[src/hdl/hud_pkg.sv]
`default_nettype none

package hud_pkg;

  typedef logic [9:0] coord_t;      // screen or sprite-relative pixel position
  typedef logic [7:0] color_t;      // RGB332
  typedef logic [6:0] count_t;      // two decimal digits
  typedef logic [9:0] glyph_row_t;  // leftmost pixel in bit 9
  typedef logic [7:0] rom_addr_t;

  localparam coord_t H_ACTIVE = 10'd640;
  localparam coord_t H_FRONT  = 10'd16;
  localparam coord_t H_SYNC   = 10'd96;
  localparam coord_t H_BACK   = 10'd48;
  localparam coord_t V_ACTIVE = 10'd480;
  localparam coord_t V_FRONT  = 10'd10;
  localparam coord_t V_SYNC   = 10'd2;
  localparam coord_t V_BACK   = 10'd33;

  localparam coord_t H_SYNC_START = H_ACTIVE + H_FRONT;
  localparam coord_t H_SYNC_END   = H_SYNC_START + H_SYNC;
  localparam coord_t H_TOTAL      = H_SYNC_END + H_BACK;   // 800 pixels per line
  localparam coord_t V_SYNC_START = V_ACTIVE + V_FRONT;
  localparam coord_t V_SYNC_END   = V_SYNC_START + V_SYNC;
  localparam coord_t V_TOTAL      = V_SYNC_END + V_BACK;   // 525 lines per frame

  localparam coord_t GLYPH_W  = 10'd10;
  localparam coord_t GLYPH_H  = 10'd13;
  localparam coord_t SPRITE_W = GLYPH_W + GLYPH_W;  // tens cell then ones cell

  localparam coord_t TIMER_X = 10'd8;
  localparam coord_t TIMER_Y = 10'd8;
  localparam coord_t SCORE_X = 10'd600;
  localparam coord_t SCORE_Y = 10'd8;

  localparam count_t DIGIT_MAX = 7'd99;

  localparam color_t COUNTER_COLOR     = 8'h00;
  localparam color_t TRANSPARENT_COLOR = 8'hE3;
  localparam color_t BG_COLOR          = 8'h25;

  // the four row shapes that the seven-segment style glyphs are built from
  localparam glyph_row_t G_BAR = 10'b0111111110;
  localparam glyph_row_t G_LFT = 10'b0110000000;
  localparam glyph_row_t G_RGT = 10'b0000000110;
  localparam glyph_row_t G_BTH = 10'b0110000110;

  localparam rom_addr_t GLYPH_ROWS = 8'd130;

  // digit d, row r sits at d * 13 + r
  localparam glyph_row_t GLYPH_ROM [GLYPH_ROWS] = '{
    G_BAR, G_BAR, G_BTH, G_BTH, G_BTH, G_BTH, G_BTH,  // 0
    G_BTH, G_BTH, G_BTH, G_BTH, G_BAR, G_BAR,
    G_RGT, G_RGT, G_RGT, G_RGT, G_RGT, G_RGT, G_RGT,  // 1
    G_RGT, G_RGT, G_RGT, G_RGT, G_RGT, G_RGT,
    G_BAR, G_BAR, G_RGT, G_RGT, G_RGT, G_RGT, G_BAR,  // 2
    G_LFT, G_LFT, G_LFT, G_LFT, G_BAR, G_BAR,
    G_BAR, G_BAR, G_RGT, G_RGT, G_RGT, G_RGT, G_BAR,  // 3
    G_RGT, G_RGT, G_RGT, G_RGT, G_BAR, G_BAR,
    G_BTH, G_BTH, G_BTH, G_BTH, G_BTH, G_BTH, G_BAR,  // 4
    G_RGT, G_RGT, G_RGT, G_RGT, G_RGT, G_RGT,
    G_BAR, G_BAR, G_LFT, G_LFT, G_LFT, G_LFT, G_BAR,  // 5
    G_RGT, G_RGT, G_RGT, G_RGT, G_BAR, G_BAR,
    G_BAR, G_BAR, G_LFT, G_LFT, G_LFT, G_LFT, G_BAR,  // 6
    G_BTH, G_BTH, G_BTH, G_BTH, G_BAR, G_BAR,
    G_BAR, G_BAR, G_RGT, G_RGT, G_RGT, G_RGT, G_RGT,  // 7
    G_RGT, G_RGT, G_RGT, G_RGT, G_RGT, G_RGT,
    G_BAR, G_BAR, G_BTH, G_BTH, G_BTH, G_BTH, G_BAR,  // 8
    G_BTH, G_BTH, G_BTH, G_BTH, G_BAR, G_BAR,
    G_BAR, G_BAR, G_BTH, G_BTH, G_BTH, G_BTH, G_BAR,  // 9
    G_RGT, G_RGT, G_RGT, G_RGT, G_BAR, G_BAR
  };

  typedef struct packed {
    logic      cyc;
    logic      stb;
    rom_addr_t adr;
  } wb_req_t;

  typedef struct packed {
    logic       ack;
    glyph_row_t dat;
  } wb_rsp_t;

endpackage

`default_nettype wire

[src/hdl/digit_sprite.sv]
`timescale 1ns/10ps
`default_nettype none

module digit_sprite #(
  parameter hud_pkg::coord_t ORIGIN_X = '0,
  parameter hud_pkg::coord_t ORIGIN_Y = '0
) (
  input  logic             clk,
  input  logic             rst_n,
  input  hud_pkg::count_t  value,
  input  hud_pkg::coord_t  h_count,
  input  hud_pkg::coord_t  v_count,
  input  logic             line_start,
  output hud_pkg::wb_req_t wb_req,
  input  hud_pkg::wb_rsp_t wb_rsp,
  output hud_pkg::color_t  pixel
);

  hud_pkg::coord_t     next_v;
  hud_pkg::coord_t     next_row;
  logic                next_in_rows;
  logic [3:0]          tens;
  logic [3:0]          ones;
  logic [3:0]          tens_q;
  logic [3:0]          ones_q;
  logic [3:0]          row_q;
  logic [3:0]          fetch_digit;
  hud_pkg::rom_addr_t  fetch_adr;
  logic                busy;
  logic [1:0]          fetch_cnt;
  logic                row_valid;
  hud_pkg::glyph_row_t tens_row;
  hud_pkg::glyph_row_t ones_row;
  hud_pkg::coord_t     rel_x;
  hud_pkg::coord_t     col;
  logic [3:0]          bit_idx;
  logic                in_cols;
  logic                in_tens;
  logic                pix_set;

  // line_start comes while v_count still holds the line being left
  assign next_v = (v_count == hud_pkg::V_TOTAL - 1'b1) ? '0 : v_count + 1'b1;
  assign next_row = next_v - ORIGIN_Y;
  assign next_in_rows = (next_v >= ORIGIN_Y) && (next_row < hud_pkg::GLYPH_H);

  assign tens = 4'(value / 7'd10);
  assign ones = 4'(value % 7'd10);

  // first read is the tens row, second the ones row
  assign fetch_digit = fetch_cnt[0] ? ones_q : tens_q;
  assign fetch_adr = hud_pkg::rom_addr_t'(fetch_digit) * hud_pkg::rom_addr_t'(hud_pkg::GLYPH_H)
                   + hud_pkg::rom_addr_t'(row_q);

  assign wb_req = '{cyc: busy, stb: busy, adr: fetch_adr};

  always_ff @(posedge clk or negedge rst_n) begin
    if (!rst_n) begin
      busy      <= 1'b0;
      fetch_cnt <= '0;
      row_valid <= 1'b0;
    end else if (line_start) begin
      busy      <= next_in_rows;  // lines outside the sprite stay invalid
      fetch_cnt <= '0;
      row_valid <= 1'b0;
    end else if (busy && wb_rsp.ack) begin
      fetch_cnt <= fetch_cnt + 2'd1;
      if (fetch_cnt == 2'd1) begin
        busy      <= 1'b0;
        row_valid <= 1'b1;
      end
    end
  end

  // value is sampled once per line so both digits belong to the same count
  always_ff @(posedge clk) begin
    if (line_start) begin
      tens_q <= tens;
      ones_q <= ones;
      row_q  <= next_row[3:0];
    end
    if (busy && wb_rsp.ack) begin
      if (fetch_cnt[0]) begin
        ones_row <= wb_rsp.dat;
      end else begin
        tens_row <= wb_rsp.dat;
      end
    end
  end

  assign rel_x   = h_count - ORIGIN_X;
  assign in_cols = (h_count >= ORIGIN_X) && (rel_x < hud_pkg::SPRITE_W);
  assign in_tens = (rel_x < hud_pkg::GLYPH_W);
  assign col     = in_tens ? rel_x : rel_x - hud_pkg::GLYPH_W;
  assign bit_idx = 4'(hud_pkg::GLYPH_W - 1'b1 - col);

  always_comb begin
    pix_set = 1'b0;
    if (row_valid && in_cols) begin
      if (in_tens) begin
        pix_set = (tens_q != 4'd0) && tens_row[bit_idx];  // no leading zero
      end else begin
        pix_set = ones_row[bit_idx];
      end
    end
  end

  always_ff @(posedge clk) begin
    pixel <= pix_set ? hud_pkg::COUNTER_COLOR : hud_pkg::TRANSPARENT_COLOR;
  end

endmodule

`default_nettype wire

[src/hdl/game_timer.sv]
`timescale 1ns/10ps
`default_nettype none

module game_timer (
  input  logic            clk,
  input  logic            rst_n,
  input  logic            start,
  input  hud_pkg::count_t duration,
  input  logic            sec_tick,
  output hud_pkg::count_t time_left
);

  hud_pkg::count_t load_value;

  // only two digits can be drawn, so longer durations saturate
  assign load_value = (duration > hud_pkg::DIGIT_MAX) ? hud_pkg::DIGIT_MAX : duration;

  always_ff @(posedge clk or negedge rst_n) begin
    if (!rst_n) begin
      time_left <= '0;
    end else if (start) begin
      time_left <= load_value;  // a new game overrides a tick in the same cycle
    end else if (sec_tick && (time_left != '0)) begin
      time_left <= time_left - 1'b1;
    end
  end

endmodule

`default_nettype wire

[src/hdl/glyph_rom.sv]
`timescale 1ns/10ps
`default_nettype none

module glyph_rom (
  input  logic             clk,
  input  logic             rst_n,
  input  hud_pkg::wb_req_t wb_req,
  output hud_pkg::wb_rsp_t wb_rsp
);

  logic                strobe;
  logic                ack;
  hud_pkg::glyph_row_t dat;

  // a held strobe is answered once, the cycle after ack starts a new access
  assign strobe = wb_req.cyc && wb_req.stb && !ack;

  always_ff @(posedge clk or negedge rst_n) begin
    if (!rst_n) begin
      ack <= 1'b0;
    end else begin
      ack <= strobe;
    end
  end

  always_ff @(posedge clk) begin
    if (strobe) begin
      if (wb_req.adr < hud_pkg::GLYPH_ROWS) begin
        dat <= hud_pkg::GLYPH_ROM[wb_req.adr];
      end else begin
        dat <= '0;  // digits above 9 come out blank
      end
    end
  end

  assign wb_rsp = '{ack: ack, dat: dat};

endmodule

`default_nettype wire

[src/hdl/hud_overlay.sv]
`timescale 1ns/10ps
`default_nettype none

module hud_overlay (
  input  logic            clk,
  input  logic            rst_n,
  input  logic            start,
  input  hud_pkg::count_t duration,
  input  logic            sec_tick,
  input  hud_pkg::count_t score,
  output hud_pkg::color_t rgb,
  output logic            de,
  output logic            hsync,
  output logic            vsync
);

  hud_pkg::coord_t  h_count;
  hud_pkg::coord_t  v_count;
  logic             vid_de;
  logic             vid_hsync;
  logic             vid_vsync;
  logic             line_start;
  hud_pkg::count_t  time_left;
  hud_pkg::color_t  timer_px;
  hud_pkg::color_t  score_px;
  hud_pkg::color_t  mix;
  hud_pkg::wb_req_t timer_req;
  hud_pkg::wb_req_t score_req;
  hud_pkg::wb_req_t rom_req;
  hud_pkg::wb_rsp_t timer_rsp;
  hud_pkg::wb_rsp_t score_rsp;
  hud_pkg::wb_rsp_t rom_rsp;
  logic             de_d;
  logic             hsync_d;
  logic             vsync_d;

  vga_timing u_timing (
    .clk        (clk),
    .rst_n      (rst_n),
    .h_count    (h_count),
    .v_count    (v_count),
    .de         (vid_de),
    .hsync      (vid_hsync),
    .vsync      (vid_vsync),
    .line_start (line_start)
  );

  game_timer u_game_timer (
    .clk       (clk),
    .rst_n     (rst_n),
    .start     (start),
    .duration  (duration),
    .sec_tick  (sec_tick),
    .time_left (time_left)
  );

  digit_sprite #(
    .ORIGIN_X (hud_pkg::TIMER_X),
    .ORIGIN_Y (hud_pkg::TIMER_Y)
  ) u_timer_digits (
    .clk        (clk),
    .rst_n      (rst_n),
    .value      (time_left),
    .h_count    (h_count),
    .v_count    (v_count),
    .line_start (line_start),
    .wb_req     (timer_req),
    .wb_rsp     (timer_rsp),
    .pixel      (timer_px)
  );

  digit_sprite #(
    .ORIGIN_X (hud_pkg::SCORE_X),
    .ORIGIN_Y (hud_pkg::SCORE_Y)
  ) u_score_digits (
    .clk        (clk),
    .rst_n      (rst_n),
    .value      (score),
    .h_count    (h_count),
    .v_count    (v_count),
    .line_start (line_start),
    .wb_req     (score_req),
    .wb_rsp     (score_rsp),
    .pixel      (score_px)
  );

  // timer renderer on port 0 has priority
  rom_arbiter u_arbiter (
    .clk    (clk),
    .rst_n  (rst_n),
    .m0_req (timer_req),
    .m1_req (score_req),
    .m0_rsp (timer_rsp),
    .m1_rsp (score_rsp),
    .s_req  (rom_req),
    .s_rsp  (rom_rsp)
  );

  glyph_rom u_glyph_rom (
    .clk    (clk),
    .rst_n  (rst_n),
    .wb_req (rom_req),
    .wb_rsp (rom_rsp)
  );

  always_comb begin
    if (timer_px != hud_pkg::TRANSPARENT_COLOR) begin
      mix = timer_px;
    end else if (score_px != hud_pkg::TRANSPARENT_COLOR) begin
      mix = score_px;
    end else begin
      mix = hud_pkg::BG_COLOR;
    end
  end

  // the first stage lines the syncs up with the registered sprite pixels
  always_ff @(posedge clk or negedge rst_n) begin
    if (!rst_n) begin
      de_d    <= 1'b0;
      hsync_d <= 1'b1;
      vsync_d <= 1'b1;
      rgb     <= '0;
      de      <= 1'b0;
      hsync   <= 1'b1;
      vsync   <= 1'b1;
    end else begin
      de_d    <= vid_de;
      hsync_d <= vid_hsync;
      vsync_d <= vid_vsync;
      rgb     <= de_d ? mix : '0;  // black in blanking
      de      <= de_d;
      hsync   <= hsync_d;
      vsync   <= vsync_d;
    end
  end

endmodule

`default_nettype wire

[src/hdl/rom_arbiter.sv]
`timescale 1ns/10ps
`default_nettype none

module rom_arbiter (
  input  logic             clk,
  input  logic             rst_n,
  input  hud_pkg::wb_req_t m0_req,
  input  hud_pkg::wb_req_t m1_req,
  output hud_pkg::wb_rsp_t m0_rsp,
  output hud_pkg::wb_rsp_t m1_rsp,
  output hud_pkg::wb_req_t s_req,
  input  hud_pkg::wb_rsp_t s_rsp
);

  logic             granted;  // a master owned the bus last cycle
  logic             owner;    // 0 for the timer renderer, 1 for the score renderer
  logic             hold;
  logic             sel;
  hud_pkg::wb_req_t owner_req;

  assign owner_req = owner ? m1_req : m0_req;

  // the grant lasts as long as its owner keeps cyc up
  assign hold = granted && owner_req.cyc;

  // on a free bus master 0 wins, and the choice goes through in the same cycle
  assign sel = hold ? owner : !m0_req.cyc;

  assign s_req = sel ? m1_req : m0_req;

  assign m0_rsp = '{ack: s_rsp.ack && !sel, dat: s_rsp.dat};
  assign m1_rsp = '{ack: s_rsp.ack && sel, dat: s_rsp.dat};

  always_ff @(posedge clk or negedge rst_n) begin
    if (!rst_n) begin
      granted <= 1'b0;
      owner   <= 1'b0;
    end else begin
      granted <= s_req.cyc;
      owner   <= sel;
    end
  end

endmodule

`default_nettype wire

[src/hdl/vga_timing.sv]
`timescale 1ns/10ps
`default_nettype none

module vga_timing (
  input  logic            clk,
  input  logic            rst_n,
  output hud_pkg::coord_t h_count,
  output hud_pkg::coord_t v_count,
  output logic            de,
  output logic            hsync,
  output logic            vsync,
  output logic            line_start
);

  logic h_last;
  logic v_last;

  assign h_last = (h_count == hud_pkg::H_TOTAL - 1'b1);
  assign v_last = (v_count == hud_pkg::V_TOTAL - 1'b1);

  always_ff @(posedge clk or negedge rst_n) begin
    if (!rst_n) begin
      h_count <= '0;
      v_count <= '0;
    end else if (h_last) begin
      h_count <= '0;
      v_count <= v_last ? '0 : v_count + 1'b1;
    end else begin
      h_count <= h_count + 1'b1;
    end
  end

  assign de = (h_count < hud_pkg::H_ACTIVE) && (v_count < hud_pkg::V_ACTIVE);

  // both syncs are negative pulses
  assign hsync = !((h_count >= hud_pkg::H_SYNC_START) && (h_count < hud_pkg::H_SYNC_END));
  assign vsync = !((v_count >= hud_pkg::V_SYNC_START) && (v_count < hud_pkg::V_SYNC_END));

  // the renderers prefetch the following line from the first blanking pixel
  assign line_start = (h_count == hud_pkg::H_ACTIVE);

endmodule

`default_nettype wire

[config.mk]
export PLATFORM = sky130hd
export DESIGN_NAME = hud_overlay
export DESIGN_NICKNAME = d
export VERILOG_FILES = /design/src/hdl/hud_pkg.sv /design/src/hdl/digit_sprite.sv /design/src/hdl/game_timer.sv /design/src/hdl/glyph_rom.sv /design/src/hdl/hud_overlay.sv /design/src/hdl/rom_arbiter.sv /design/src/hdl/vga_timing.sv
export SDC_FILE = /design/constraint.sdc
export NUM_CORES = 1
export LEC_CHECK = 0
export ABC_AREA = 1
export BUFFER_PORTS_ARGS = -buffer_cell sky130_fd_sc_hd__buf_2
export CAP_MARGIN = 20
export CORE_ASPECT_RATIO = 0.75
export CORE_UTILIZATION = 30
export CTS_CLUSTER_DIAMETER = 50
export DETAILED_ROUTE_END_ITERATION = 16
export SETUP_SLACK_MARGIN = 0.15
export SYNTH_ARGS = -nofsm -noshare
export SYNTH_HDL_FRONTEND = slang
export SYNTH_HIERARCHICAL = 1
export SYNTH_SLANG_ARGS = --single-unit
[constraint.sdc]
create_clock -name clk -period 5.2 [get_ports clk]
set_input_delay 0.52 -clock clk [delete_from_list [all_inputs] [get_ports clk]]
set_output_delay 0.52 -clock clk [all_outputs]
set_load 0.05 [all_outputs]
* Word-level counts from Yosys, hierarchy flattened *
Memories as Yosys holds them, arrays and structs flattened. A register that Yosys moved wholly into a read port is not among the register bits.
Index checks and enable logic that the tools add are counted.

storage, ports and cells
  flip-flop bits (word level) = 128
  memory bits (read-only) = 2560
  input bits = 18
  output and inout port bits = 11
  logic and storage cells = 162
  memories kept = 1

cells by class
  $add $sub $neg = 14
  multiply operators = 2
  div/mod/pow operators = 4
  order comparisons = 18
  eq/ne operators = 7
  multiplexer cells = 45
  bitwise gates (word level) = 3
  reductions and logical operators = 38

memories
  memory            depth  width  rd ports  clocked after Yosys merged registers in  wr ports  line             text
  (name not given)  256    10     1         1                                        0         glyph_rom.sv:29  dat <= hud_pkg::GLYPH_ROM[wb_req.adr];

operators with widths
  operator                                               count
  2-to-1 mux 10 bit                                      4
  2-to-1 mux 8 bit                                       5
  == test 10 bit (second input constant)                 3
  < comparator 10 x 4 -> 1 bit (second input constant)   3
  2-to-1 mux 1 bit                                       21
  2-to-1 mux 7 bit                                       3
  adder 10 x 1 -> 10 bit (second input constant)         2
  >= comparator 10 bit (second input constant)           2
  >= comparator 10 x 4 -> 1 bit (second input constant)  2
  < comparator 10 bit (second input constant)            2
  < comparator 10 x 5 -> 1 bit (second input constant)   2
  < comparator 10 x 9 -> 1 bit (second input constant)   2
  subtractor 10 x 4 -> 10 bit (second input constant)    2
  logical AND 1 bit                                      18
  adder 8 x 4 -> 8 bit                                   2
  binary-select mux 1 bit (select 4 bit)                 4
  multiplier 4 x 4 -> 8 bit (second input constant)      2
  2-to-1 mux 4 bit                                       4
  inequality test 8 bit (second input constant)          2
  divider 7 x 4 -> 7 bit (second input constant)         2
  remainder unit 7 x 4 -> 7 bit (second input constant)  2
  AND reduction 2 bit                                    6
  >= comparator 10 x 9 -> 1 bit (second input constant)  1
  < comparator 4 x 5 -> 1 bit (second input constant)    2
  15 further kinds                                       33

* Longest topological paths before layout *
Gate-level depths: netlist of the first run.

  word-level depth = 11
  mapped depth = 26
  gate-level depth less buffers = 24

* By module *
The synthesis of the first run kept the hierarchy.

by module, submodules not included
  module                         instances  cells each  area each (µm²)  seq. area each (µm²)
  digit_sprite (u_timer_digits)  1          345         2840.2           1081.0
  digit_sprite (u_score_digits)  1          334         2783.9           1081.0
  vga_timing                     1          157         1207.4           500.5
  glyph_rom                      1          112         684.4            115.1
  hud_overlay                    1          55          544.3            355.3
  game_timer                     1          80          523.0            175.2
  rom_arbiter                    1          58          377.9            50.0

* Worst setup path after synthesis of the first run *
No wires, ideal clock.

  path kind = reg-to-reg
  from = reg u_timer_digits.fetch_cnt[0]
  to = reg u_glyph_rom.dat[6], data pin
  setup time = 259 ps
  arrival = 3559 ps
  setup slack = 1382 ps
  cell stages (with the launch flop) = 25
  buffers on the path = 2
  clock period less this slack = 3818 ps
  path through = dfrtp_1 -> clkbuf_1 -> o21ai_0 -> ha_1 -> ha_1 -> inv_1 -> fa_1 -> inv_1 -> ha_1 -> a21oi_1 -> inv_1 -> a31oi_1 -> xor2_1 -> nand3_1 -> nand2_1 -> buf_6 -> inv_2 -> nand3_1 -> nand3_1 -> nand2_1 -> nand2_1 -> nand2_1 -> nand2_1 -> nand2_1 -> a21oi_1

RTL lines
  element                 line                text
  from (decl)             digit_sprite.sv:30  logic [1:0] fetch_cnt;
  from (signal assigned)  digit_sprite.sv:66  fetch_cnt <= fetch_cnt + 2'd1;
  to (decl)               glyph_rom.sv:13     hud_pkg::glyph_row_t dat;

==> metrics.log, run 1 <==
INFO  metric outcome = completed
INFO  metric tightest_slew = 1.05 ns
INFO  metric number_of_distinct_library_cell_variants_in_the_gate_level_netlist_after_synthesis = 56
INFO  metric internal_power = around 1.8 mW
INFO  metric design.core.area = 29300 µm²
INFO  metric power.clock.fraction = 46.9%
INFO  metric dieHeight = 152 µm
INFO  metric max-slew-margin-rel = roughly 30%
INFO  metric n_antenna_cell = 0
INFO  metric grt_overflow_total = 0
INFO  metric cts_setup_buffers = 0
INFO  metric timing.final.max_slew_violations = 0
INFO  metric drive_above_1_share = 13.5%
INFO  metric final.setup.tns = 0 ns
INFO  metric core.rowCount = 54
INFO  metric seq_area_frac_synth = 37.5%
INFO  metric buffer_ports.inserted = 28
INFO  metric critical_path_peak_fanout = 10
INFO  metric grt_first_pass_wirelength = 30400 µm
INFO  metric grt_use_total = 12.3%
INFO  metric synth_area_per_cell = 7.85 µm²
INFO  metric netlist_top_cells_area = edfxtp_1 22%, dfrtp_1 13%, nand2_1 13%
INFO  metric dp_hpwl = roughly 13000 µm
INFO  metric drt-total-wl = 17700 µm
INFO  metric hold_ws = 0.244 ns
INFO  metric finClkSkew = about 0.0092 ns
INFO  metric grt_max_degree = 53
INFO  metric design_power_total = 2.54 mW
INFO  metric end_kind = flop
INFO  metric worstPathArrival = 4.45 ns
INFO  metric clock_tree.buffer_depth = 2
INFO  metric grt_antenna_before_repair = 0
INFO  metric final_cell_area = 9810 µm²
INFO  metric power.sequential.fraction = 41.3%
INFO  metric via_count = 7010
INFO  metric cts_root_buf = clkbuf_16
INFO  metric gp_congestion = 0.880
INFO  metric cts_sinks = 121
INFO  metric maxCapViolCount = 0
INFO  metric ys_seq_elements = ~120
INFO  metric timing.setup.critical_path_class = flop to flop
INFO  metric timing.fmax = between 0.2 and 0.25 GHz
INFO  metric switching_part_of_the_total_power = approximately 28%
INFO  metric cell_area_reported_after_detailed_placement = ~9000 µm²
INFO  metric detail_route.iter0.violations = between 400 and 500
INFO  metric tritoncts_clock_tree = yes
INFO  metric yosys_warnings = 6
INFO  metric fin_crit_sh = just over 80%
INFO  metric rsz_0062_raised_after_global_routing = false
INFO  metric route.antenna.remaining_nets = 0
INFO  metric initial_cell_density_of_the_core = 30.6%
INFO  metric post-route-min-period = 4.27 ns
INFO  metric area_delta_synth_final = 9.52%
INFO  metric final_nets = 1230
INFO  metric static_power_due_to_leakage = 4.58 nW
INFO  metric rr_worst_depth = 22
INFO  metric final_core_utilization = ~34%
INFO  metric cts_hold_repair.buffers = 0
INFO  metric required = 5.38 ns
INFO  metric hold_path.class = input pin to async pin
INFO  metric powerDensity = approximately 260 nW/µm²
INFO  metric clk_transition_reported_paths = 0.07 ns
INFO  metric design.die.area = 30600 µm²
INFO  metric htree_levels = 4
INFO  metric synth_largest_area_cell = edfxtp_1
INFO  metric irDropWorstVdd = ~240 µV
INFO  metric netlist_area = ~9000 µm²
INFO  metric number_of_global_route_vias_before_repair = 6342
INFO  metric p_sw = 722 µW
INFO  metric die_width = 202 µm
INFO  metric boundaryPins = 29
INFO  metric post-synth-top-area-fraction = 22.5%
INFO  metric route.detailed.drc = 0
INFO  metric clock_insertion_delay_worst_skew = 0.43 ns
INFO  metric final_setup_violations = 0
INFO  metric vias_per_cell = 4.54
INFO  metric drt_pass1_iterations = 5
INFO  metric report.final.hold_viol_count = 0
INFO  metric synthCells = approximately 1100
INFO  metric tritoncts.num_buffers = 17
INFO  metric combinationalPowerShare = 11.8%
INFO  metric post_cts_resize_count = 0
INFO  metric avgRoutedWirePerCell = 11.4 µm
INFO  metric fillCellCount = just over 3000
INFO  metric setup.worst_path.start_class = flop
==> kinds of logic (layout without fill, tap and decap cells) <==
family          after synthesis  after routing  synth area share (%)
compound gates              107            107                  6.79
flops                       121            121                  37.5
xor+xnor                     28             28                  2.74
fa+ha+maj                    72             72                  10.4
other cells                   3              8                 0.126
buf+inv                     233            240                  12.4
simple gates                577            577                  30.1
==> layout make-up <==
type                            count  area (µm²)  area share [%]
Clock inverter                     15         175            1.78
Clock buffer                       17         425            4.33
Inverter                          176         674            6.87
Tap cell                          392         490            5.00
Sequential cell                   121        3360            34.2
Timing Repair Buffer               32         176            1.80
Multi-Input combinational cell    792        4510            46.0
==> sequential cells by signal, indices dropped and copies added (netlist names), 2 cells and up <==
name                      cells
u_score_digits/ones_q         4
u_score_digits/tens_q         4
u_game_timer/time_left        7
u_timing/h_count             10
u_timer_digits/tens_row      10
u_score_digits/tens_row      10
u_score_digits/ones_row      10
u_timing/v_count             10
u_timer_digits/row_q          4
u_score_digits/fetch_cnt      2
u_timer_digits/ones_row      10
u_glyph_rom/dat               3
u_timer_digits/ones_q         4
u_timer_digits/fetch_cnt      2
u_timer_digits/tens_q         4
u_score_digits/row_q          4
rgb                           8
==> layout by cell type (no fill, tap or decap), types with 19 or more instances in the layout <==
| cell | netlist | layout |
|---|---|---|
| a21oi_1 | 36 | 36 |
| inv_1 | 150 | 150 |
| inv_2 | 22 | 22 |
| nor2_1 | 87 | 86 |
| nand2_1 | 300 | 300 |
| ha_1 | 68 | 68 |
| edfxtp_1 | 67 | 67 |
| dfrtp_1 | 48 | 48 |
| xor2_1 | 20 | 20 |
| buf_2 | 0 | 28 |
| o21ai_0 | 30 | 30 |
| nand3_1 | 84 | 84 |
| nand2_2 | 19 | 19 |
==> metrics by stage <==
| stage | std cells | setup slack, ns |
|---|---|---|
| 5_1_grt | 1545 | 0.532 |
| 4_1_cts | 1543 | 0.926 |
| 2_1_floorplan | 1146 | 1.38 |
| 3_5_place_dp | 1511 | 0.920 |
| 3_3_place_gp | 1511 | 1.09 |
| 6_report | 1545 | 0.930 |
==> power by group through the flow <==
stage | combinational (mW) | sequential, mW | clock (mW)
2_1_floorplan | 0.240 | 1.07 | 0
3_3_place_gp | 0.295 | 1.07 | 0
3_5_place_dp | 0.300 | 1.07 | 0
4_1_cts | 0.301 | 1.05 | 1.22
5_1_grt | 0.345 | 1.05 | 1.25
6_report | 0.299 | 1.05 | 1.19
==> per-layer routing <==
layer / track usage (%) / vias up / part of all wire [%] / routed length [µm]
met5: 0 / - / 0 / 0
met4: 2.73 / 0 / 0.65 / 114
met3: 2.69 / 15 / 3.7 / 657
met2: 18.6 / 131 / 42 / 7410
met1: 17.8 / 3205 / 54 / 9490
li1: - / 3659 / - / -
==> worst max-delay path, cell delays in order, from the launching register on <==
cell and delay (ns):
dfrtp_1 0.48, o21ai_0 0.41, ha_1 0.32, ha_1 0.28, inv_1 0.05, fa_1 0.50
inv_1 0.04, ha_1 0.33, a21oi_1 0.16, inv_1 0.05, a31oi_1 0.21, xor2_1 0.17
nand3_1 0.09, nand2_1 0.30, inv_2 0.11, nand3_1 0.09, nand3_1 0.10, nand2_1 0.07
nand2_1 0.05, nand2_1 0.05, nand2_1 0.05, nand2_1 0.05, a21oi_1 0.06
==> Yosys cell counts, drive strengths merged <==
cell / n
a2111oi: 1
a211oi: 2
a21o: 1
a21oi: 38
a22oi: 1
a311oi: 1
a31oi: 4
a32o: 3
buf: 53
bufinv: 1
clkbuf: 4
clkinv: 3
conb: 3
dfrtp: 48
dfstp: 4
dfxtp: 2
edfxtp: 67
fa: 4
ha: 68
inv: 172
nand2: 327
nand3: 98
nand3b: 6
nand4: 22
nor2: 97
nor3: 16
nor3b: 3
nor4: 1
o2111ai: 1
o211ai: 3
o21a: 1
o21ai: 48
o22ai: 1
o31ai: 2
or2: 7
xnor2: 8
xor2: 20
==> path summary, 6_finish.rpt <==
check | end | start | slack [ns]
worst min register to register | vsync | vsync_d | 0.35
worst min-delay path | u_score_digits/busy | rst_n | 0.24
worst max-delay path | u_glyph_rom/dat[6] | u_timer_digits/fetch_cnt[0] | 0.93
max in group asynchronous | u_timing/v_count[7] | rst_n | 4.45
min in group clk | u_score_digits/ones_q[0] | score[0] | 0.30
worst max register to register | u_glyph_rom/dat[6] | u_timer_digits/fetch_cnt[0] | 0.93
Note: power is estimated with default switching activity, not from simulation.
==> run 2, diff against run 1 <==
==> constraint.sdc (replaced) <==
create_clock -name clk -period 4.1 [get_ports clk]
set_input_delay 0.41 -clock clk [delete_from_list [all_inputs] [get_ports clk]]
set_output_delay 0.41 -clock clk [all_outputs]
set_load 0.05 [all_outputs]
==> run 2 against run 1 <==
Against the previous run:
- clock skew rose by 0.0022 ns
- clock power is 32% higher
- combinational power up 29%
- critical path depth shrank 2
- design area is 2.2% higher
- flip-flop and latch count unchanged
- critical path type unchanged
- highest routed layer unchanged
==> metrics.log, run 2 (synthesis gave the netlist of run 1 again) <==
INFO  metric outcome = completed
INFO  metric cp_cell_sequence = nand2_1 -> o21ai_1 -> ha_1 -> ha_1 -> inv_1 -> fa_1 -> inv_1 -> ha_4 -> a21oi_2 -> inv_1 -> a31oi_4 -> xor2_1 -> nand3_2 -> nand2_4 -> nand4_1 -> o22ai_1 -> nand2_1 -> nand2_1 -> nand2_1 -> a21oi_1
INFO  metric clock_tree.buffer_depth = 2
INFO  metric worstPathArrival = 4.06 ns
INFO  metric timing.fmax = 0.265 GHz
INFO  metric tritoncts.num_buffers = 17
INFO  metric grt_first_pass_wirelength = ~31000 µm
INFO  metric maximum_cell_stage_delay_along_the_critical_path = slightly below 0.5 ns
INFO  metric setup.worst_path.start_class = flop
INFO  metric timing.final.max_slew_violations = 0
INFO  metric place_ws = -0.0182 ns
INFO  metric powerDensity = 328 nW/µm²
INFO  metric grt_max_degree = between 40 and 50
INFO  metric design.core.area = 29300 µm²
INFO  metric buffer_ports.inserted = 28
INFO  metric drt_pass1_iterations = 12
INFO  metric vias_per_cell = 4.62
INFO  metric hold_path.class = input pin to flop
INFO  metric max-slew-margin-rel = 25.0%
INFO  metric initial_cell_density_of_the_core = between 30% and 40%
INFO  metric n_antenna_cell = 0
INFO  metric drive_above_1_share = 15.8%
INFO  metric via_count = 7203
INFO  metric design.die.area = 30600 µm²
INFO  metric layout_common_cells = 295 x nand2_1, 149 x inv_1, 85 x nor2_1, 83 x nand3_1, 67 x edfxtp_1
INFO  metric fin_crit_sh = about 92%
INFO  metric grt_antenna_before_repair = 0
INFO  metric clk_transition_reported_paths = about 0.06 ns
INFO  metric end_kind = flop
INFO  metric dp_hpwl = 13600 µm
INFO  metric dieHeight = approximately 150 µm
INFO  metric setup_slack_of_the_critical_path_after_layout = approximately 0.32 ns
INFO  metric number_of_global_route_vias_before_repair = 6649
INFO  metric core.rowCount = 54
INFO  metric irDropWorstVdd = around 320 µV
INFO  metric cts_root_buf = clkbuf_16
INFO  metric detail_route.iter0.violations = 506
INFO  metric multi_input_area = 4600 µm²
INFO  metric area.sequential = approximately 3400 µm²
INFO  metric gp_congestion = about 0.85
INFO  metric report.final.hold_viol_count = 0
INFO  metric boundaryPins = 29
INFO  metric die_width = 202 µm
INFO  metric design_power_total = 3.29 mW
INFO  metric avgRoutedWirePerCell = 12.1 µm
INFO  metric path_delay_family = adder cells
INFO  metric htree_levels = 4
INFO  metric area_delta_synth_final = 11.9%
INFO  metric grt_use_total = between 10% and 20%
INFO  metric finClkSkew = 0.0114 ns
INFO  metric clock_insertion_delay_worst_skew = between 0.4 and 0.5 ns
INFO  metric rsz_0062_raised_after_global_routing = false
INFO  metric required = 4.38 ns
INFO  metric timing.setup.critical_path_class = flop to flop
INFO  metric post-route-min-period = 3.78 ns
INFO  metric tightest_slew = 1.12 ns
INFO  metric mostFrequentLayoutCell = nand2_1
INFO  metric route.detailed.drc = 0
INFO  metric final.setup.tns = 0 ns
INFO  metric grt_overflow_total = 0
INFO  metric final_nets = approximately 1200
INFO  metric tritoncts_clock_tree = yes
INFO  metric route.antenna.remaining_nets = 0
INFO  metric critical_path_most_common_cell = nand2_1
INFO  metric crit_buf_inv = 3
INFO  metric drt-total-wl = 18800 µm
INFO  metric cp_slowest_cell = fa_1
INFO  metric static_power_due_to_leakage = 4.67 nW
INFO  metric critical_path_peak_fanout = 8
INFO  metric final_setup_violations = 0
INFO  metric maxCapViolCount = 0
INFO  metric cts_sinks = 121
INFO  metric fillCellCount = 3008
[run 2: cell count changes in the layout (fill, tap and decap cells not counted), moves of 4 or more]
cell	change
nand2_2	+5
o21ai_0	-5
nand2_1	-5
buf_4	+13
o21ai_1	+4
[run 2: where the power goes]
part	internal, mW	leakage [nW]	switching, mW
Sequential	1.31	1.24	0.0260
Clock	0.972	0.288	0.601
Combinational	0.132	3.14	0.254
[run 2: metal layers]
metal | global-route usage, % | vias up | share of wire, %
li1 | - | 3680 | -
met5 | 0 | - | 0
met1 | 17.7 | 3340 | 52
met2 | 19.9 | 164 | 43
met3 | 2.63 | 19 | 4.1
met4 | 2.73 | 0 | 0.79
[run 2: metrics by stage]
stage               utilization (%)  hold WS, ns  instances  area (µm²)
global route                   34.3        0.182       1560       10000
global placement               31.5        0.347       1515        9220
floorplan                         -        0.114       1146        8980
finish                         34.3        0.190       1560       10000
CTS                            33.7        0.175       1548        9860
detailed placement             31.5        0.347       1515        9220
[run 2: worst paths after layout]
kind / from / end / slack [ns] / cells after the start
max: u_timer_digits/fetch_cnt[0] / u_glyph_rom/dat[6] / 0.32 / 20
max in group asynchronous: rst_n / u_timer_digits/fetch_cnt[0] / 2.70 / 3
min in group asynchronous: rst_n / u_arbiter/granted / 0.48 / 2
max reg2reg: u_timer_digits/fetch_cnt[0] / u_glyph_rom/dat[6] / 0.32 / 20
min: score[0] / u_score_digits/ones_q[0] / 0.19 / 1
min reg2reg: vsync_d / vsync / 0.35 / 0
[run 2: worst reg2reg max path, stage by stage, from the launching register on]
cell     delay [ns]
dfrtp_2        0.46
nand2_1        0.09
o21ai_1        0.08
ha_1           0.30
ha_1           0.29
inv_1          0.05
fa_1           0.49
inv_1          0.06
ha_4           0.27
a21oi_2        0.13
inv_1          0.08
a31oi_4        0.17
xor2_1         0.18
nand3_2        0.12
nand2_4        0.13
nand4_1        0.13
o22ai_1        0.26
nand2_1        0.09
nand2_1        0.07
nand2_1        0.05
a21oi_1        0.13
[run 2: what timing repair did]
item / CTS / global route
resized for setup: 5 / 19
buffers inserted: 0 / 10
hold endpoints to repair: 12 / 0
pin swaps: 0 / 6
cloned: 0 / 1
hold buffers: 1 / 0
endpoints found under the setup margin: 3 / 3
[run 2: cell type report]
type,count,share of cell area (%)
clock buffers,18,4.28
inverters,176,6.73
multi-input cells,793,45.9
clock inverters,14,1.86
well taps,392,4.89
flip-flops and latches,121,33.5
repair buffers,46,2.82
